### config.mk
export PLATFORM = sky130hd
export DESIGN_NAME = golden_buffer
export DESIGN_NICKNAME = d
export VERILOG_FILES = /design/src/logic/shadow_pkg.sv /design/src/logic/golden_buffer.sv
export SDC_FILE = /design/constraint.sdc
export NUM_CORES = 2
export LEC_CHECK = 0
export BUFFER_PORTS_ARGS = -buffer_cell sky130_fd_sc_hd__buf_2
export CAP_MARGIN = 10
export CORE_MARGIN = 8
export CORE_UTILIZATION = 45
export CTS_CLUSTER_DIAMETER = 200
export DETAILED_ROUTE_END_ITERATION = 10
export MAX_ROUTING_LAYER = met4
export PLACE_DENSITY = 0.71
export SYNTH_ARGS = -nofsm -noshare
export SYNTH_HDL_FRONTEND = slang
export SYNTH_SLANG_ARGS = --single-unit
### constraint.sdc
create_clock -name clk -period 7.3 [get_ports clk]
set_input_delay 1.825 -clock clk [delete_from_list [all_inputs] [get_ports clk]]
set_output_delay 1.825 -clock clk [all_outputs]
set_load 0.02 [all_outputs]
### src/logic/shadow_pkg.sv
`default_nettype none

package shadow_pkg;

  // buffer geometry
  localparam int ADDR_W = 9;
  localparam int DATA_W = 8;

  // one entry per address
  localparam int DEPTH = 1 << ADDR_W;

  // one extra bit so a full mismatch of every entry still fits
  localparam int COUNT_W = ADDR_W + 1;

  // final address of a scan
  localparam logic [ADDR_W-1:0] LAST_ADDR = ADDR_W'(DEPTH - 1);

endpackage

`default_nettype wire
### src/logic/golden_buffer.sv
`default_nettype none

module golden_buffer import shadow_pkg::*; (
  input  logic              clk,
  input  logic              rst,
  input  logic              gold_wen,
  input  logic [ADDR_W-1:0] gold_addr,
  input  logic [DATA_W-1:0] gold_data,
  input  logic              step,
  input  logic [ADDR_W-1:0] scan_addr,
  output logic [DATA_W-1:0] rdata
);

  logic [DATA_W-1:0] mem [DEPTH];
  logic [DEPTH-1:0]  valid;
  logic              pend_valid;
  logic [ADDR_W-1:0] pend_addr;
  logic [DATA_W-1:0] pend_data;
  logic              commit;
  logic [ADDR_W-1:0] commit_addr;
  logic [DATA_W-1:0] commit_data;

  // a request in the step cycle bypasses the slot
  assign commit      = step & (gold_wen | pend_valid);
  assign commit_addr = gold_wen ? gold_addr : pend_addr;
  assign commit_data = gold_wen ? gold_data : pend_data;

  // single pending slot, newest request wins
  always_ff @(posedge clk) begin
    if (gold_wen) begin
      pend_addr <= gold_addr;
      pend_data <= gold_data;
    end
  end

  always_ff @(posedge clk) begin
    if (rst) begin
      pend_valid <= 1'b0;
    end else if (step) begin
      pend_valid <= 1'b0;
    end else if (gold_wen) begin
      pend_valid <= 1'b1;
    end
  end

  always_ff @(posedge clk) begin
    if (commit) begin
      mem[commit_addr] <= commit_data;
    end
  end

  always_ff @(posedge clk) begin
    if (rst) begin
      valid <= '0;
    end else if (commit) begin
      valid[commit_addr] <= 1'b1;
    end
  end

  // read side matches the implementation shadow
  always_ff @(posedge clk) begin
    rdata <= valid[scan_addr] ? mem[scan_addr] : '0;
  end

endmodule

`default_nettype wire

After elaboration in Yosys (flattened, before gate mapping):

Memory sizes are Yosys's and may differ from the RTL's. A register that Yosys moved wholly into a read port is not among the register bits.
Cells that the tools add are included.

* register bits after elaboration: 530
* latch bits: 0
* bits in writable memories: 4096
* ROM bits: 0
* bits of input ports: 30
* output and inout bits: 8
* logic and storage cells: 22
* memories: 1

Memory list
* mem: words 512, width 8, read ports 1, clocked after Yosys merged registers in 1, wr ports 1, line golden_buffer.sv:14 `logic [DATA_W-1:0] mem [DEPTH];`

* $add $sub $neg: 0
* multipliers: 0
* divide/modulo/power cells: 0
* order comparisons: 3
* equality and inequality tests: 0
* shift operators: 0
* muxes and demuxes: 8
* bitwise gates (word level): 3
* reduce and logical (&&, ||, !) cells: 3

Operator list (count)
* $or 512x512->512: 1
* $lt 9x10->1 const B: 2
* $bmux 1 s9: 1
* $demux 1 s9: 1
* $ge 9x1->1 const B: 1
* $mux 9: 1
* $mux 8: 1
* $mux 1: 4
* $reduce_or 2->1: 1
* $and 1x1->1: 1
* $logic_and 1x1->1: 1
* $logic_not 1->1: 1
* $or 1x1->1: 1

Longest topological paths before layout:

* depth in word-level cells: 6
* depth in mapped cells: 14

Worst setup path after synthesis:

Ideal clock, no wire load.

* path type: input-to-reg
* start: in gold_wen
* end: mem mem[0][0] (data pin)
* setup time: 0.912 ns
* arrival time: 5.999 ns
* data required time: 6.388 ns
* setup slack: 0.389 ns
* cell stages on the path: 3
* path buffers: 2
* cell sequence: buf_2 clkbuf_1 mux2_2

* longest elaborated chain between the ends: 1

Ends and longest elaborated chain
* start: declaration: line golden_buffer.sv:6 `input logic gold_wen,`
* $mux 8
* named net commit_data[0]: line golden_buffer.sv:21 `logic [DATA_W-1:0] commit_data;`
* end: declaration: line golden_buffer.sv:14

The timed path passes the listed nets, and every way through them passes these cells.

Final worst setup path:

* start: in scan_addr[1]
* end: reg rdata[3] (read register of mem)

* longest elaborated chain between the ends: 3

Ends and longest elaborated chain
* start: declaration: line golden_buffer.sv:10 `input logic [ADDR_W-1:0] scan_addr,`
* $bmux 1 s9: line golden_buffer.sv:62 `rdata <= valid[scan_addr] ? mem[scan_addr] : '0;`
* $mux 1 (not written as such): line golden_buffer.sv:62
* $logic_not 1->1 (no source line)
* end: declaration: line golden_buffer.sv:11 `output logic [DATA_W-1:0] rdata`

Several ways; a longest one is shown, not always the timed one. The select of a mux whose other input is x is not followed.
A chain may end at the register's enable or synchronous reset.

==> run_results.csv <==
group,metric,value,unit
run_status,status,"completed",
synthesis,ys_top_cells_by_count,"4096 x edfxtp_1, 1494 x nor2_1, 916 x mux4_2, 538 x dfxtp_1, 383 x mux2i_1",
worst_setup_path,crit_type,"in2reg",
hold_path,hp-class,"reg2reg",
timing,skew,0.05178,ns
cts,clk_latency,0.99,ns
route,wl_met3,52.77,mm
timing,rsz0062_at_grt,"no",
cts,post_cts_buffers,0,
place,hpwl,286.7,mm
cts,htree_levels,5,
cts,cts.sinks,4634,
synthesis,post_synth.cell_area_avg,19.04,um2
worst_setup_path,r2r_cells,6,
power,p_leak,63.05,nW
route,drcViolationCount,0,
timing,maxSlewViolCount,0,
route,drt-initial-drc-count,13700,
worst_setup_path,cp.required,8.12,ns
die,num_io_pins,38,
synthesis,synthCells,9383,
synthesis,synth-seq-cells,4634,
global_route,grt_max_degree,157,
worst_setup_path,cp-start-kind,"input port",
synthesis,yosys.cell_count.top_type,"edfxtp_1",
timing,finalCritPeriodShare,74.96,%
die,row_count,231,
synthesis,synthArstFlopShare,0,%
worst_setup_path,cp.arrival,6.30,ns
power,ir_drop,0.0002519,V
synthesis,yosysUniqueCellTypes,79,
global_route,antenna_found_initial,24,
synthesis,synth-main-ff-cell,"edfxtp_1",
route,met1_length,179.1,mm
timing,slew_headroom,6.212,%
cts,cts_buffer_depth,4,
flow_run,maxCapViolations,0,
global_route,grt.total_usage,22.87,%
synthesis,synth.top_cell.area_share,68.84,%
synthesis,synth_seq_area_share,74.87,%
synthesis,netlist_area,0.1787,mm2
route,wl_met2,222.8,mm
timing,timing.setup.tns,0,ns
timing,tightest_slew,1.389,ns
cts,tritoncts,"done",
synthesis,yosys.area.top_type,"edfxtp_1",
synthesis,synthTopCellsByArea,"edfxtp_1 69%, mux4_2 12%, dfxtp_1 6.0%, nor2_1 3.1%, mux2i_1 2.1%",
global_route,grt_pass1_vias,93660,
place,io_buffers,37,
cts,cts.reportedPaths.clkPinSlew,0.06,ns
route,dr.pass1.iters,6,
timing,fin_hold_ws,0.4653,ns
timing,hold_viol_final,0,
route,top_layer,"met4",
die,dieWidth,646.1,um
cts,ctsHoldBuffers,0,
synthesis,syn_nets,9413,
power,power_density,279.7,mW/mm2
timing,max_freq,182.8,MHz
worst_setup_path,worstPathMaxFanout,49,
die,fp.coreArea,0.3957,mm2
worst_setup_path,worst_setup_path_end_kind,"flop",
die,chipHeight,646.1,um
timing,period_needed,5.472,ns
place,gp_congestion,0.8974,
layout,fill_cells,30570,
timing,setup_viol,0,
cts,cts_root_buf,"clkbuf_16",
route,totalWireLength,476.2,mm
route,routedWlPerCell,31.39,um
place,dp_slack,1.028,ns
global_route,grt_pass1_wl,679.2,mm
route,vias,95220,
global_route,grt_overflow_total,0,
timing,fin_ws,1.828,ns
layout,layout.nets,9538,
die,dieArea,0.4175,mm2
cts,cts_buffers,437,
layout,drive_gt1_share,20.27,%
route,drtAntennaViolNets,0,
layout,area_growth,11.62,%
route,vias_per_cell,6.278,
cts,cts_resized,0,
synthesis,yosys_warnings,0,
die,start_util,45.15,%
layout,final_util,50.40,%
hold_path,holdPathStages,2,
synthesis,synth_edf_count,4096,
[worst max-delay path, stage by stage]
cell,delay [ns]
buf_8,0.39
clkinv_1,0.91
buf_4,0.51
a221oi_1,0.30
a211oi_1,0.15
a211oi_1,0.81
a211oi_1,0.31
a211oi_1,0.69
a211oi_1,0.11
[cells in the final DEF, fill, tap and decap left out, drive strengths merged, types with 39 or more instances in the layout]
cell / Yosys / layout
a211oi: 80 / 80
a21oi: 154 / 154
a22oi: 291 / 291
buf: 282 / 261
bufinv: 0 / 46
clkbuf: 293 / 610
clkinv: 2 / 140
dfxtp: 538 / 538
edfxtp: 4096 / 4096
mux2: 39 / 39
mux2i: 383 / 383
mux4: 1002 / 1002
nand2: 89 / 89
nand3: 52 / 52
nor2: 1494 / 1494
nor3: 47 / 47
o21ba: 46 / 46
o221ai: 68 / 68
o22ai: 86 / 86
[per-layer routing]
metal	GRT usage, %	vias up
met2	34.70	6221
met4	9.121	0
li1	-	38180
met3	4.340	1034
met1	30.77	49780
met5	-	-
[layout make-up]
type | instances | area, um2 | share of cell area [%]
Sequential cell | 4634 | 133800 | 67.07
Multi-Input combinational cell | 4158 | 41520 | 20.82
Clock buffer | 609 | 12360 | 6.197
Tap cell | 5242 | 6559 | 3.289
Timing Repair Buffer | 262 | 2663 | 1.335
Clock inverter | 214 | 2422 | 1.215
Antenna cell | 33 | 82.58 | 0.04141
Inverter | 15 | 65.06 | 0.03262
[stage by stage]
stage	cells	area (um2)	power (W)
3_3_place_gp	14310	184600	0.03289
5_1_grt	15160	199400	0.05698
3_5_place_dp	14310	184600	0.03298
2_1_floorplan	9383	178700	0.03177
4_1_cts	15130	199300	0.05586
6_report	15170	199400	0.05578
[cell families (layout without fill, tap and decap cells)]
| kind of cell | after synthesis | count (layout) | synth area share [%] |
|---|---|---|---|
| DFF | 4634 | 4634 | 74.87 |
| muxes | 1424 | 1424 | 15.20 |
| buffers and inverters | 591 | 1100 | 2.085 |
| and+or+nand+nor | 1816 | 1816 | 4.090 |
| other | 0 | 33 | 0 |
| AOI/OAI and AO/OA | 918 | 918 | 3.752 |
[where the power goes]
group | leakage [nW] | internal, W | switching, W
Clock | 7.25 | 0.0135 | 0.00986
Combinational | 14.6 | 0.000893 | 0.00229
Sequential | 41.2 | 0.0292 | 0.0000351
Total | 63.0 | 0.0436 | 0.0122
[flip-flops by register name (all words and copies together) (netlist names)]
register    cells
pend_addr       9
pend_valid      1
mem          4096
pend_data       8
rdata           8
valid         512
[path summary, 6_finish.rpt]
kind	endpoint	start	slack, ns
worst min-delay path	valid[439]$_SDFFE_PP0P_	valid[439]$_SDFFE_PP0P_	0.47
worst max-delay path	rdata[3]$_SDFF_PN0_	scan_addr[1]	1.83
worst max register to register	mem[387][2]$_DFFE_PP_	pend_addr[4]$_DFF_P_	3.01
worst min register to register	valid[439]$_SDFFE_PP0P_	valid[439]$_SDFFE_PP0P_	0.47
(Power assumes the default switching activity.)
