===== src/logic/shadow_pkg.sv =====
`default_nettype none

package shadow_pkg;

  // buffer geometry
  localparam int ADDR_W = 9;
  localparam int DATA_W = 8;

  // one entry per address
  localparam int DEPTH = 1 << ADDR_W;

  // one extra bit so a full mismatch of every entry still fits
  localparam int COUNT_W = ADDR_W + 1;

  // final address of a scan
  localparam logic [ADDR_W-1:0] LAST_ADDR = ADDR_W'(DEPTH - 1);

endpackage

`default_nettype wire

===== src/logic/mismatch_scan.sv =====
`default_nettype none

module mismatch_scan import shadow_pkg::*; (
  input  logic               clk,
  input  logic               rst,
  input  logic               compare,
  input  logic [DATA_W-1:0]  impl_rdata,
  input  logic [DATA_W-1:0]  gold_rdata,
  output logic [ADDR_W-1:0]  scan_addr,
  output logic               result_valid,
  output logic [COUNT_W-1:0] mismatch_count,
  output logic [ADDR_W-1:0]  first_addr,
  output logic               mismatch
);

  logic               busy;
  logic               launch;
  logic               chk_valid;
  logic               chk_last;
  logic [ADDR_W-1:0]  chk_addr;
  logic               diff;
  logic [COUNT_W-1:0] run_count;
  logic [COUNT_W-1:0] next_count;
  logic               run_found;
  logic [ADDR_W-1:0]  run_first;

  // a compare during a scan or its last check is ignored
  assign launch = compare & ~busy & ~chk_valid;

  // read data belongs to the address issued one cycle earlier
  assign diff       = chk_valid & (impl_rdata != gold_rdata);
  assign next_count = run_count + {{(COUNT_W-1){1'b0}}, diff};

  // address issue, one per cycle from 0 to the last entry
  always_ff @(posedge clk) begin
    if (rst) begin
      busy      <= 1'b0;
      scan_addr <= '0;
    end else if (launch) begin
      busy      <= 1'b1;
      scan_addr <= '0;
    end else if (busy) begin
      scan_addr <= scan_addr + 1'b1;
      if (scan_addr == LAST_ADDR) begin
        busy <= 1'b0;
      end
    end
  end

  always_ff @(posedge clk) begin
    if (rst) begin
      chk_valid <= 1'b0;
      chk_last  <= 1'b0;
    end else begin
      chk_valid <= busy;
      chk_last  <= busy & (scan_addr == LAST_ADDR);
    end
  end

  always_ff @(posedge clk) begin
    chk_addr <= scan_addr;
  end

  // running count and lowest differing address
  always_ff @(posedge clk) begin
    if (rst) begin
      run_count <= '0;
      run_found <= 1'b0;
    end else if (launch) begin
      run_count <= '0;
      run_found <= 1'b0;
    end else if (diff) begin
      run_count <= next_count;
      run_found <= 1'b1;
    end
  end

  always_ff @(posedge clk) begin
    if (diff && !run_found) begin
      run_first <= chk_addr;
    end
  end

  // results load on the last check and hold until the next scan
  always_ff @(posedge clk) begin
    if (rst) begin
      result_valid   <= 1'b0;
      mismatch_count <= '0;
      first_addr     <= '0;
      mismatch       <= 1'b0;
    end else begin
      result_valid <= chk_last;
      if (chk_last) begin
        mismatch_count <= next_count;
        mismatch       <= (next_count != '0);
        if (run_found) begin
          first_addr <= run_first;
        end else if (diff) begin
          first_addr <= chk_addr;
        end else begin
          first_addr <= '0;
        end
      end
    end
  end

endmodule

`default_nettype wire


===== config.mk =====
export PLATFORM = sky130hd
export DESIGN_NAME = mismatch_scan
export DESIGN_NICKNAME = d
export VERILOG_FILES = /design/src/logic/shadow_pkg.sv /design/src/logic/mismatch_scan.sv
export SDC_FILE = /design/constraint.sdc
export NUM_CORES = 1
export LEC_CHECK = 0
export ABC_AREA = 1
export BUFFER_PORTS_ARGS = -buffer_cell sky130_fd_sc_hd__buf_2
export CORE_ASPECT_RATIO = 1.5
export CORE_MARGIN = 2
export CORE_UTILIZATION = 54
export CTS_CLUSTER_SIZE = 16
export DETAILED_ROUTE_END_ITERATION = 12
export PLACE_DENSITY = 0.81
export SLEW_MARGIN = 20
export SYNTH_ARGS = -nofsm -noshare
export SYNTH_HDL_FRONTEND = slang
export SYNTH_SLANG_ARGS = --single-unit

===== constraint.sdc =====
create_clock -name clk -period 2.8 [get_ports clk]
set_clock_uncertainty 0.05 [all_clocks]
set_input_delay 0.42 -clock clk [delete_from_list [all_inputs] [get_ports clk]]
set_output_delay 0.42 -clock clk [all_outputs]
set_load 0.005 [all_outputs]

# Yosys cells after proc, flatten, opt, wreduce, memory -nomap -nowiden

Index checks and enable logic that the tools add are counted.
Widths: inputs -> output; s select.

Register bits: 62
Logic and storage cells: 31

Reductions and logical operators: 4
Multiplexer cells: 5
Bitwise gates (word level): 6
Equal/unequal tests: 2
Add/sub/neg operators: 2

Operators with widths:

| operator            | count |
|---|---|
| $mux 9              | 2 |
| $add 10x1->10       | 1 |
| $reduce_bool 10->1  | 1 |
| $add 9x1->9 const B | 1 |
| $eq 9x9->1 const B  | 1 |
| $ne 8x8->1          | 1 |
| $and 1x1->1         | 4 |
| $mux 1              | 3 |
| $not 1->1           | 2 |
| $reduce_or 2->1     | 1 |
| $logic_and 1x1->1   | 1 |
| $logic_not 1->1     | 1 |

# Longest topological paths before layout

Gate-level depths: netlist (run 1).

Word-level depth: 4
Depth in mapped cells: 17
Depth with buffers taken out: 16

# Worst setup path after synthesis (run 1)

OpenSTA, ideal clock, no wires.

Path kind: input -> register
From: input port gold_rdata[6]
To: register mismatch
Slack: 0.658 ns
Data arrival time: 1.975 ns
Library setup time: 0.117 ns
Path buffers: 1
Stages on the path: 15
Cells stage by stage: xnor2_1 nand2_1 nor2_1 a21oi_2 buf_2 ha_1 ha_1 nand2_1 inv_1 nand3b_1 nand2_1 nor2_1 nand3_1 nor2_1 nor2_1

Word-level cells in the longest chain between the ends: 4

RTL lines:

| item                 | RTL line            | source |
|---|---|---|
| start, declared      | mismatch_scan.sv:8  | `input logic [DATA_W-1:0] gold_rdata,` |
| $ne 8x8->1           | mismatch_scan.sv:31 | `assign diff = chk_valid & (impl_rdata != gold_rdata);` |
| $and 1x1->1          | mismatch_scan.sv:31 |  |
| $add 10x1->10        | mismatch_scan.sv:32 | `assign next_count = run_count + {{(COUNT_W-1){1'b0}}, diff};` |
| $reduce_bool 10->1   | mismatch_scan.sv:95 | `mismatch <= (next_count != '0);` |
| end signal, assigned | mismatch_scan.sv:95 |  |
| end, declared        | mismatch_scan.sv:13 | `output logic mismatch` |

Every way passes these cells.
A chain may end at the register's enable or synchronous reset.

# Worst setup path in the final report (run 1)

From: input port impl_rdata[3]
To: register mismatch

Word-level cells in the longest chain between the ends: 4

RTL lines:

| item               | RTL line            | source |
|---|---|---|
| start, declared    | mismatch_scan.sv:7  | `input logic [DATA_W-1:0] impl_rdata,` |
| $ne 8x8->1         | mismatch_scan.sv:31 |  |
| $and 1x1->1        | mismatch_scan.sv:31 |  |
| $add 10x1->10      | mismatch_scan.sv:32 |  |
| $reduce_bool 10->1 | mismatch_scan.sv:95 |  |

Every way passes these cells.

==> impl_table.tex, run 1 <==
\begin{tabular}{lr}
\hline
Metric & Value \\
\hline
\multicolumn{2}{l}{\textbf{Run status}} \\
Status & finished, final reports clean \\
\multicolumn{2}{l}{\textbf{Logic synthesis}} \\
Portion of the post-synthesis area used by sequential elements & 51.70\% \\
Synthesized instance count & 324 \\
Most common cell in the synthesized netlist & nand2\_1 \\
Post-synthesis area per instance & 7.947 sq um \\
Synth area leaders & dfxtp\_1, edfxtp\_1, nand2\_1 \\
Number of distinct library cell variants in the gate-level netlist after synthesis & 30 \\
Leading post-synthesis cells by instance count & nand2\_1, dfxtp\_1, nor2\_1 \\
Area share of the largest cell type after synthesis & 41.21\% \\
Xor/xnor share of the synthesized area & 1.361\% \\
Fraction of the mapped netlist area in compound gates & 12.78\% \\
Portion of netlist area occupied by mux cells & 0\% \\
Arithmetic-cell share of the synthesized area counting full adders, half adders and majority gates & 1.944\% \\
EDFF count, synth & 9 \\
Number of nets produced by synthesis & 347 \\
Area share of and/or/nand/nor cells after synthesis & 23.57\% \\
Dominant combinational cell family by area after synthesis & simple AND/OR/NAND/NOR gates \\
Leading register cell type out of synthesis & dfxtp\_1 \\
Area leader, netlist & dfxtp\_1 \\
Flop and latch count out of synthesis & 62 \\
Yosys warns & 0 \\
Synth async-reset ratio & 0\% \\
Mapped cell area & 2575 sq um \\
\multicolumn{2}{l}{\textbf{Placed design}} \\
Half-perimeter wire length after placement & 3967 um \\
Number of I/O port buffers & 48 \\
Routability congestion estimate from global placement & 0.9987 \\
Worst setup slack before clock tree synthesis & 146.5 ps \\
\multicolumn{2}{l}{\textbf{Setup path}} \\
Critical-path maximum fanout & 13 \\
Most frequent cell on the critical path & nor2\_1 \\
Startpoint type of the worst setup path & input pin \\
Required @ worst endpoint & 2970 ps \\
Slowest Stage Delay on Critical Path & 490 ps \\
Worst path buffer plus inverter count & 1 \\
CP cell instances & buf\_2 > xnor2\_1 > nand2\_1 > nor2\_1 > a21oi\_2 > ha\_1 > ha\_1 > nand2\_1 > o21ai\_0 > nand2\_1 > nor2\_1 > nand3\_1 > nor2\_1 > nor2\_1 \\
Cell with the largest stage delay on the worst path & a21oi\_2 \\
Critical Path Stages & 14 \\
Critical setup path kind & input pin to flop \\
Critical Path AT & 2510 ps \\
Number of cells on the worst reg-to-reg path & 11 \\
Kind of end point of the critical path & flop \\
Top Family by Delay on Critical Path & simple AND/OR/NAND/NOR gates \\
\multicolumn{2}{l}{\textbf{Cells and area}} \\
Area Growth Syn to Fin & 19.53\% \\
Share of cells above drive strength 1 & 20.26\% \\
Final nets & 398 \\
Count of filler cells inserted in the layout & 384 \\
Antenna fix cells & 0 \\
Area occupied by multi-input gates & 1021 sq um \\
Area of all sequential standard cells & 1331 sq um \\
\multicolumn{2}{l}{\textbf{Clock network}} \\
CTS H-tree depth & 3 \\
Clock latency at the later pin of the worst-skew pair & 330 ps \\
Post-CTS setup buffers & 0 \\
Clock Path Buffers & 2 \\
Sinks on Clock Net & 62 \\
Cells resized by post-CTS repair & 0 \\
Total clock buffers created by CTS & 9 \\
Cts-stage hold buffer count & 0 \\
Clock tree from TritonCTS & built \\
Clock edge transition at the registers on the reported setup and hold paths & 70 ps \\
Library cell used as clock root buffer & clkbuf\_8 \\
\multicolumn{2}{l}{\textbf{Detailed routing}} \\
Total routed wirelength & 5430 um \\
First-iteration detailed-routing DRC count & 117 \\
Drt wl/cell & 12.23 um \\
First-pass detailed-route iteration total & 4 \\
Via density per instance & 5.135 \\
Routed via count & 2280 \\
DRC errors left & 0 \\
Post-DRT Antenna Nets & 0 \\
\multicolumn{2}{l}{\textbf{Die}} \\
I/O pin count & 49 \\
FP Rows & 30 \\
Die ar. & 5348 sq um \\
Initial Util & 56.69\% \\
Core box area & 4542 sq um \\
Chip width & 60.38 um \\
Die Y-Extent & 88.58 um \\
\multicolumn{2}{l}{\textbf{Timing}} \\
Final hold violation count & 0 \\
Total count of max-transition violations in the final report & 0 \\
Max frequency & 428.6 MHz \\
Relative slew margins & 61.00\% \\
Worst Tran Pin Value & 585.0 ps \\
Worst path setup slack after routing & 466.7 ps \\
Setup repair after global routing missed its margin & no \\
Number of failing setup endpoints in the final timing report & 0 \\
Final period demand of the worst path & 2333 ps \\
Crit share post-route & 83.33\% \\
Post-Route Setup TNS & 0 ps \\
\multicolumn{2}{l}{\textbf{Global route}} \\
Overall global routing resource usage & 22.24\% \\
Grt ovf & 0 \\
Met2 Resource Use GR & 39.92\% \\
Initial antenna violation count & 0 \\
Met3 Track Usage GR & 5.702\% \\
Wire length of the first global-routing pass & 8880 um \\
Met1 demand-to-capacity share in global routing & 22.91\% \\
GRT busiest layer & met2 \\
Largest net degree at the start of global routing & 30 \\
Via count of the first global-routing pass & 2132 \\
\multicolumn{2}{l}{\textbf{Job}} \\
Count of max-cap constraint violations & 0 \\
\multicolumn{2}{l}{\textbf{Min path}} \\
Hold Crit Depth & 2 \\
Class of the worst hold path & input pin to flop \\
\multicolumn{2}{l}{\textbf{Power and ir drop}} \\
Part of the power in combinational logic & 6.8\% \\
Switching fraction of total power & 22.84\% \\
Leakage power total & 0.001433 uW \\
Highest ir drop seen on vdd & 442.6 uV \\
Internal cell power & 1471 uW \\
Clock network fraction of total power & 43.4\% \\
Flop pwr share & 49.7\% \\
Sw power & 435.5 uW \\
Power density normalized to cell area & 619.5 nW/um\^{}2 \\
\hline
\end{tabular}
## layout by cell type, fill, tap and decap left out, drive strengths merged
| cell | count |
|---|---|
| a21oi | 30 |
| buf | 52 |
| bufinv | 2 |
| clkbuf | 10 |
| clkinv | 4 |
| clkinvlp | 1 |
| dfxtp | 53 |
| edfxtp | 9 |
| ha | 4 |
| inv | 42 |
| nand2 | 62 |
| nand3 | 12 |
| nand3b | 1 |
| nand4 | 12 |
| nor2 | 45 |
| nor3 | 3 |
| nor4 | 1 |
| o211ai | 5 |
| o21a | 1 |
| o21ai | 26 |
| or2 | 1 |
| xnor2 | 3 |
| xor2 | 1 |
## path summary, 6_finish.rpt
check           startpoint            to  slack (ps)
max          impl_rdata[3]      mismatch         470
min                    rst  result_valid         340
max reg2reg      chk_valid      mismatch         510
min reg2reg   scan_addr[8]   chk_addr[8]         350
## power groups by stage
stage / Combinational [uW] / Clock, uW / Sequential, uW
final: 130 / 828 / 949
after global routing: 148 / 878 / 951
after CTS: 131 / 844 / 948
after detailed placement: 130 / 0 / 968
after global placement: 127 / 0 / 967
after floorplan: 98.7 / 0 / 958
## routing by layer
| layer | up-vias | part of all wire, % | wire length, um |
|---|---|---|---|
| met1 | 1046 | 40 | 2146 |
| met2 | 62 | 53 | 2865 |
| li1 | 1155 | - | - |
| met4 | 0 | 3.4 | 184 |
| met5 | - | 0 | 0 |
| met3 | 17 | 4.3 | 234 |
## metrics by stage
stage                     instances  instance area [sq um]  hold slack, ps  utilization, %  total power, uW
after CTS                       444                   3078           329.6           67.77             1923
after detailed placement        428                   2864           340.6           63.06             1098
after global placement          428                   2864           334.9           63.06             1094
final                           444                   3078           343.1           67.77             1907
after global routing            444                   3078           345.7           67.77             1976
after floorplan                 324                   2575           332.5               -             1056
## registers in the layout, summed over array words and instances, names as in the netlist
register        flops
result_valid        1
first_addr          9
scan_addr           9
mismatch            1
run_first           9
chk_valid           1
mismatch_count     10
run_found           1
run_count          10
chk_addr            9
busy                1
chk_last            1
## cells by family (layout without fill, tap and decap cells)
group,after synthesis,after routing
adder cells (fa/ha/maj),4,4
XOR/XNOR,4,4
flip-flops,62,62
AND/OR/NAND/NOR,137,137
AO/OA/AOI/OAI,62,62
buffers and inverters,55,111
## final cells by class
class                           count  area share (%)
Clock buffer                       10           4.146
Clock inverter                      6           2.805
Inverter                           43           5.244
Multi-Input combinational cell    207           33.17
Sequential cell                    62           43.25
Tap cell                           64           2.602
Timing Repair Buffer               52           8.780
(Power assumes the default switching activity.)
==> run 2, diff against run 1 <==
Settings changed: CORE_UTILIZATION 54 to 49, PLACE_DENSITY 0.81 to 0.78.
Clock period 2.8 ns to 2.01 ns, I/O delays scaled along.
==> run 2 against run 1 <==
  * Cell count rose by 2.0%
  * Non-clock buffer count grew 5
  * Critical path depth decreased by 4
  * Critical path type is now flop to flop
  * Largest cell class unchanged
==> impl_table.tex, run 2 (synthesis results as in run 1) <==
\begin{tabular}{lr}
\hline
Metric & Value \\
\hline
\multicolumn{2}{l}{\textbf{Run status}} \\
Status & finished, final reports clean \\
\multicolumn{2}{l}{\textbf{Clock network}} \\
Clock Path Buffers & 2 (unchanged) \\
Library cell used as clock root buffer & clkbuf\_8 \\
Sinks on Clock Net & 62 (unchanged) \\
Post-CTS setup buffers & 0 (unchanged) \\
CTS H-tree depth & 3 (unchanged) \\
Clock latency at the later pin of the worst-skew pair & 340 ps (about the same) \\
Clock tree from TritonCTS & built \\
Clock edge transition at the registers on the reported setup and hold paths & 70 ps (about the same) \\
Total clock buffers created by CTS & 9 (unchanged) \\
\multicolumn{2}{l}{\textbf{Global route}} \\
Largest net degree at the start of global routing & 29 (-3.3\%) \\
Initial antenna violation count & 0 (unchanged) \\
Overall global routing resource usage & 22.07\% (-0.18 points) \\
Wire length of the first global-routing pass & 9846 um (+11\%) \\
Via count of the first global-routing pass & 2193 (+2.9\%) \\
Grt ovf & 0 (unchanged) \\
\multicolumn{2}{l}{\textbf{Die}} \\
Chip width & 63.19 um (+4.7\%) \\
I/O pin count & 49 (unchanged) \\
Die ar. & 5863 sq um (+9.6\%) \\
Core box area & 5125 sq um (+13\%) \\
FP Rows & 32 (+6.7\%) \\
Initial Util & 50.24\% (-6.5 points) \\
Die Y-Extent & 92.79 um (+4.8\%) \\
\multicolumn{2}{l}{\textbf{Power and ir drop}} \\
Power density normalized to cell area & 869.8 nW/um\^{}2 (+40\%) \\
Clock network fraction of total power & 44.3\% (+0.9 points) \\
Part of the power in combinational logic & 7.4\% (+0.6 points) \\
Flop pwr share & 48.3\% (-1.4 points) \\
Switching fraction of total power & 23.33\% (+0.49 points) \\
Leakage power total & 0.001461 uW (+1.9\%) \\
Highest ir drop seen on vdd & 462.5 uV (+4.5\%) \\
Sw power & 636.2 uW (+46\%) \\
Internal cell power & 2090 uW (+42\%) \\
\multicolumn{2}{l}{\textbf{Cells and area}} \\
Count of filler cells inserted in the layout & 498 (+30\%) \\
Post-route cell area & 3134 sq um (+1.8\%) \\
Final nets & 403 (+1.3\%) \\
Share of cells above drive strength 1 & 21.82\% (+1.6 points) \\
Area Growth Syn to Fin & 21.72\% \\
Antenna fix cells & 0 (unchanged) \\
Most used cells in the layout excluding fill and tap cells & nand2\_1, dfxtp\_1, buf\_2, inv\_1, nor2\_1 \\
Final core utilization & 61.16\% (-6.6 points) \\
Leading cell type in the layout, fill and taps excluded & nand2\_1 \\
Biggest registers after layout & mismatch\_count x10, run\_count x10 \\
\multicolumn{2}{l}{\textbf{Placed design}} \\
Routability congestion estimate from global placement & 0.9811 (-1.8\%) \\
Number of I/O port buffers & 48 (unchanged) \\
Half-perimeter wire length after placement & 4124 um (+4.0\%) \\
Standard cell area after detailed placement & 2912 sq um (+1.7\%) \\
\multicolumn{2}{l}{\textbf{Detailed routing}} \\
Total routed wirelength & 5786 um (+6.6\%) \\
Via density per instance & 5.038 (-1.9\%) \\
Drt wl/cell & 12.77 um (+4.4\%) \\
Routed via count & 2282 (+0.088\%) \\
DRC errors left & 0 (unchanged) \\
First-pass detailed-route iteration total & 4 (unchanged) \\
Post-DRT Antenna Nets & 0 (unchanged) \\
First-iteration detailed-routing DRC count & 147 (+26\%) \\
\multicolumn{2}{l}{\textbf{Timing}} \\
Relative slew margins & 49.00\% (-12 points) \\
Final period demand of the worst path & 1784 ps \\
Setup repair after global routing missed its margin & no \\
Number of failing setup endpoints in the final timing report & 0 (unchanged) \\
Total count of max-transition violations in the final report & 0 (unchanged) \\
Final hold violation count & 0 (unchanged) \\
Max frequency & 560.4 MHz \\
Worst Tran Pin Value & 762.2 ps (+177.2 ps) \\
Crit share post-route & 88.78\% \\
\multicolumn{2}{l}{\textbf{Setup path}} \\
Critical Path AT & 1970 ps (-540 ps) \\
Required @ worst endpoint & 2190 ps (-780 ps) \\
Number of cells on the worst reg-to-reg path & 10 (-1) \\
Critical-path maximum fanout & 4 (-9) \\
Critical setup path kind & flop to flop \\
Startpoint type of the worst setup path & flop \\
Kind of end point of the critical path & flop \\
\multicolumn{2}{l}{\textbf{Min path}} \\
Class of the worst hold path & input pin to flop \\
Hold Crit Depth & 2 (unchanged) \\
\multicolumn{2}{l}{\textbf{Job}} \\
Count of max-cap constraint violations & 0 (unchanged) \\
\hline
\end{tabular}
[run 2: power groups by stage]
stage | combinational, uW | clock, uW | sequential (uW)
after floorplan | 139 | 0 | 1330
after global placement | 193 | 0 | 1340
after detailed placement | 199 | 0 | 1340
after CTS | 200 | 1230 | 1320
after global routing | 229 | 1290 | 1320
final | 202 | 1210 | 1320
[run 2: critical path, cell delays in order (launching register included)]
cell	delay, ps
dfxtp_1	330
inv_1	80
a21oi_2	140
ha_1	190
ha_1	160
nand2_1	90
o21ai_0	150
nand2_1	110
buf_4	150
o21ai_0	160
nor2_1	60
[run 2: area by class of cell]
class	count	area (sq um)	area share (%)
sequential	62	1331	42.48
clock inverter	6	85.08	2.715
timing repair buffer	57	307.8	9.820
clock buffer	10	137.6	4.391
multi-input combinational	207	1026	32.73
tap	68	85.08	2.715
inverter	43	161.4	5.150
[run 2: repair_timing]
| action | 4_1_cts | 5_1_grt |
|---|---|---|
| setup endpoints to repair | 0 | 1 |
| resized for setup | 0 | 1 |
| hold buffers | 0 | 0 |
[run 2: worst paths after layout]
check	startpoint	end	slack [ps]
setup / recovery	chk_valid	run_count[4]	230
hold / removal	rst	result_valid	210
setup reg to reg	chk_valid	run_count[4]	230
hold reg to reg	scan_addr[4]	chk_addr[4]	350
[run 2: per-layer routing]
| metal | vias to the layer above | track usage [%] | share of wire [%] |
|---|---|---|---|
| met1 | 1065 | 21.70 | 37 |
| met3 | 5 | 7.169 | 4.6 |
| li1 | 1163 | - | - |
| met4 | 0 | 9.239 | 1.3 |
| met5 | - | 0 | 0 |
| met2 | 49 | 41.67 | 57 |
[run 2: through the flow]
step / hold WS [ps] / setup WS [ps] / total power [uW] / TNS [ps] / std cells
finish: 215.0 / 225.6 / 2726 / 0 / 453
detailed placement: 339.5 / -108.6 / 1543 / -321.2 / 437
global placement: 339.4 / -87.10 / 1535 / -160.7 / 437
CTS: 202.9 / 218.6 / 2745 / 0 / 453
global route: 232.6 / 9.486 / 2836 / 0 / 453
floorplan: 332.5 / 16.90 / 1473 / 0 / 324
==> run 3, diff against run 2 <==
Settings changed: PLACE_DENSITY 0.78 to 0.75.
==> run 3 against run 2 <==
  * Global-route usage decreased by 1.3 points
  * Power fell by 3.9%
  * Clock-buffer cell count did not move
  * Critical path depth rose by 1
  * Final area decreased by 0.24%
  * Utilization is 0.15 points lower
  * Register-to-register slack better by 30 ps
  * Hold slack better by 1.9 ps
  * Maximum frequency grew 1.9%
  * First-iteration DRC count grew 9.5%
  * Sequential cell count is the same
==> impl_table.tex, run 3 (synthesis results as in run 1) <==
\begin{tabular}{lr}
\hline
Metric & Value \\
\hline
\multicolumn{2}{l}{\textbf{Setup path}} \\
Critical Path AT & 1930 ps (-40 ps) \\
Reg2Reg Capture Point & mismatch \\
Critical-path maximum fanout & 4 (unchanged) \\
Slowest Stage Delay on Critical Path & 330 ps (about the same) \\
Critical setup path kind & flop to flop \\
Required @ worst endpoint & 2190 ps (about the same) \\
Startpoint type of the worst setup path & flop \\
Critical Path Start & chk\_valid \\
CP cell instances & inv\_1 > a21oi\_2 > ha\_1 > ha\_2 > nand2\_2 > inv\_1 > nand4\_1 > nand2\_1 > nand4\_1 > nor2\_2 > nor2\_1 \\
Cell with the largest stage delay on the worst path & dfxtp\_1 \\
Kind of end point of the critical path & flop \\
Critical R2R Launch & chk\_valid \\
Number of cells on the worst reg-to-reg path & 11 (+1) \\
Reg2Reg Setup Slack & 260 ps (+30 ps) \\
\multicolumn{2}{l}{\textbf{Die}} \\
FP Rows & 32 (unchanged) \\
Die ar. & 5863 sq um (unchanged) \\
I/O pin count & 49 (unchanged) \\
Die Y-Extent & 92.79 um (unchanged) \\
Chip width & 63.19 um (unchanged) \\
Initial Util & 50.24\% (unchanged) \\
Core box area & 5125 sq um (unchanged) \\
\multicolumn{2}{l}{\textbf{Run status}} \\
Status & finished, final reports clean \\
\multicolumn{2}{l}{\textbf{Power and ir drop}} \\
Leakage power total & 0.001444 uW (-1.2\%) \\
Highest ir drop seen on vdd & 458.1 uV (-0.95\%) \\
Power density normalized to cell area & 838.3 nW/um\^{}2 (-3.6\%) \\
\multicolumn{2}{l}{\textbf{Timing}} \\
Max frequency & 570.8 MHz (+1.9\%) \\
Crit share post-route & 87.16\% (-1.6 points) \\
Worst path setup slack after routing & 258.1 ps (+32.56 ps) \\
Final period demand of the worst path & 1752 ps (-32.56 ps) \\
Worst Tran Pin Value & 773.0 ps (+10.76 ps) \\
Final hold violation count & 0 (unchanged) \\
Total count of max-transition violations in the final report & 0 (unchanged) \\
Number of failing setup endpoints in the final timing report & 0 (unchanged) \\
Relative slew margins & 48.28\% (-0.72 points) \\
\multicolumn{2}{l}{\textbf{Detailed routing}} \\
First-pass detailed-route iteration total & 5 (+1) \\
DRC errors left & 0 (unchanged) \\
Total routed wirelength & 5473 um (-5.4\%) \\
First-iteration detailed-routing DRC count & 161 (+9.5\%) \\
Drt wl/cell & 12.11 um (-5.2\%) \\
Via density per instance & 5.013 (-0.48\%) \\
Post-DRT Antenna Nets & 0 (unchanged) \\
Routed via count & 2266 (-0.70\%) \\
\multicolumn{2}{l}{\textbf{Job}} \\
Count of max-cap constraint violations & 0 (unchanged) \\
\multicolumn{2}{l}{\textbf{Cells and area}} \\
Final nets & 402 (-0.25\%) \\
Most used cells in the layout excluding fill and tap cells & nand2\_1, dfxtp\_1, buf\_2, inv\_1, nor2\_1 \\
Count of filler cells inserted in the layout & 499 (+0.20\%) \\
Biggest registers after layout & mismatch\_count x10, run\_count x10 \\
Antenna fix cells & 0 (unchanged) \\
Final core utilization & 61.01\% (-0.15 points) \\
Share of cells above drive strength 1 & 22.92\% (+1.1 points) \\
Leading cell type in the layout, fill and taps excluded & nand2\_1 \\
Area Growth Syn to Fin & 21.43\% \\
Post-route cell area & 3127 sq um (-0.24\%) \\
Non-Filler Instances & 452 (-0.22\%) \\
\multicolumn{2}{l}{\textbf{Clock network}} \\
Clock latency at the later pin of the worst-skew pair & 340 ps (about the same) \\
CTS H-tree depth & 3 (unchanged) \\
Total clock buffers created by CTS & 9 (unchanged) \\
Clock Path Buffers & 2 (unchanged) \\
Clock tree from TritonCTS & built \\
Library cell used as clock root buffer & clkbuf\_8 \\
Post-CTS setup buffers & 0 (unchanged) \\
Clock edge transition at the registers on the reported setup and hold paths & 70 ps (about the same) \\
Sinks on Clock Net & 62 (unchanged) \\
\multicolumn{2}{l}{\textbf{Min path}} \\
Hold EP & result\_valid \\
Hold Crit Depth & 2 (unchanged) \\
Class of the worst hold path & input pin to flop \\
Worst hold start & rst \\
\multicolumn{2}{l}{\textbf{Placed design}} \\
Number of I/O port buffers & 48 (unchanged) \\
Standard cell area after detailed placement & 2904 sq um (-0.26\%) \\
Total instance count after detailed placement & 436 (-0.23\%) \\
Routability congestion estimate from global placement & 0.9799 (-0.12\%) \\
Half-perimeter wire length after placement & 4105 um (-0.46\%) \\
Worst setup slack before clock tree synthesis & -113.0 ps (-4.342 ps) \\
\multicolumn{2}{l}{\textbf{Global route}} \\
Met1 demand-to-capacity share in global routing & 20.65\% (-1.0 points) \\
GRT busiest layer & met2 \\
Via count of the first global-routing pass & 2221 (+1.3\%) \\
Grt ovf & 0 (unchanged) \\
Initial antenna violation count & 0 (unchanged) \\
Largest net degree at the start of global routing & 24 (-17\%) \\
Met3 Track Usage GR & 4.374\% (-2.8 points) \\
Overall global routing resource usage & 20.72\% (-1.3 points) \\
Met2 Resource Use GR & 38.21\% (-3.5 points) \\
Wire length of the first global-routing pass & 9432 um (-4.2\%) \\
\hline
\end{tabular}
-- run 3: changes by cell type in the layout (fill, tap and decap cells not counted), moves of 2 or more --
| cell | before | now |
|---|---|---|
| inv_6 | 0 | 2 |
| nand2_1 | 59 | 57 |
| nand2_2 | 2 | 4 |
| nor2_1 | 40 | 38 |
-- run 3: cell type report --
class / count / area (sq um) / area share (%)
repair buffers: 56 / 300.3 / 9.604
clock inverters: 6 / 67.56 / 2.161
multi-input cells: 207 / 1044 / 33.37
inverters: 43 / 161.4 / 5.162
clock buffers: 10 / 137.6 / 4.402
well taps: 68 / 85.08 / 2.721
flip-flops and latches: 62 / 1331 / 42.58
-- run 3: worst max path at each step --
| stage | slack [ps] | cells past startpoint | to |
|---|---|---|---|
| detailed placement | -110 | 17 | mismatch |
| floorplan | 20 | 15 | mismatch |
| finish | 260 | 11 | mismatch |
| global placement | -100 | 15 | mismatch |
| CTS | 200 | 11 | mismatch |
| global route | -10 | 15 | mismatch |
-- run 3: power breakdown --
| part | switching (uW) | internal (uW) | total [uW] | leakage (uW) |
|---|---|---|---|---|
| Clock | 494 | 612 | 1110 | 0.000101 |
| Sequential | 31.2 | 1290 | 1320 | 0.000513 |
| Combinational | 123 | 71.7 | 194 | 0.000829 |
-- run 3: per-stage QoR --
step / hold WS [ps] / TNS, ps / total power (uW)
2_1_floorplan: 332.5 / 0 / 1473
3_3_place_gp: 333.4 / -177.4 / 1532
3_5_place_dp: 344.5 / -307.9 / 1539
4_1_cts: 204.6 / 0 / 2633
5_1_grt: 216.2 / -14.10 / 2722
6_report: 216.9 / 0 / 2621
-- run 3: critical path, delay by kind of cell (launching register included) --
family                   cells  cell delay [ps]
flip-flops                   1              330
AND/OR/NAND/NOR              6              560
buffers and inverters        2              200
AO/OA/AOI/OAI                1              130
adder cells (fa/ha/maj)      2              380
-- run 3: what timing repair did --
| item | CTS | global route |
|---|---|---|
| resized for setup | 0 | 8 |
| hold buffers | 0 | 0 |
| setup endpoints to repair | 0 | 1 |
| hold endpoints to repair | 0 | 0 |
-- run 3: layer usage --
metal | vias up | part of all wire, %
met5 | - | 0
li1 | 1158 | -
met3 | 14 | 3.7
met4 | 0 | 2.9
met1 | 1040 | 39
met2 | 54 | 54
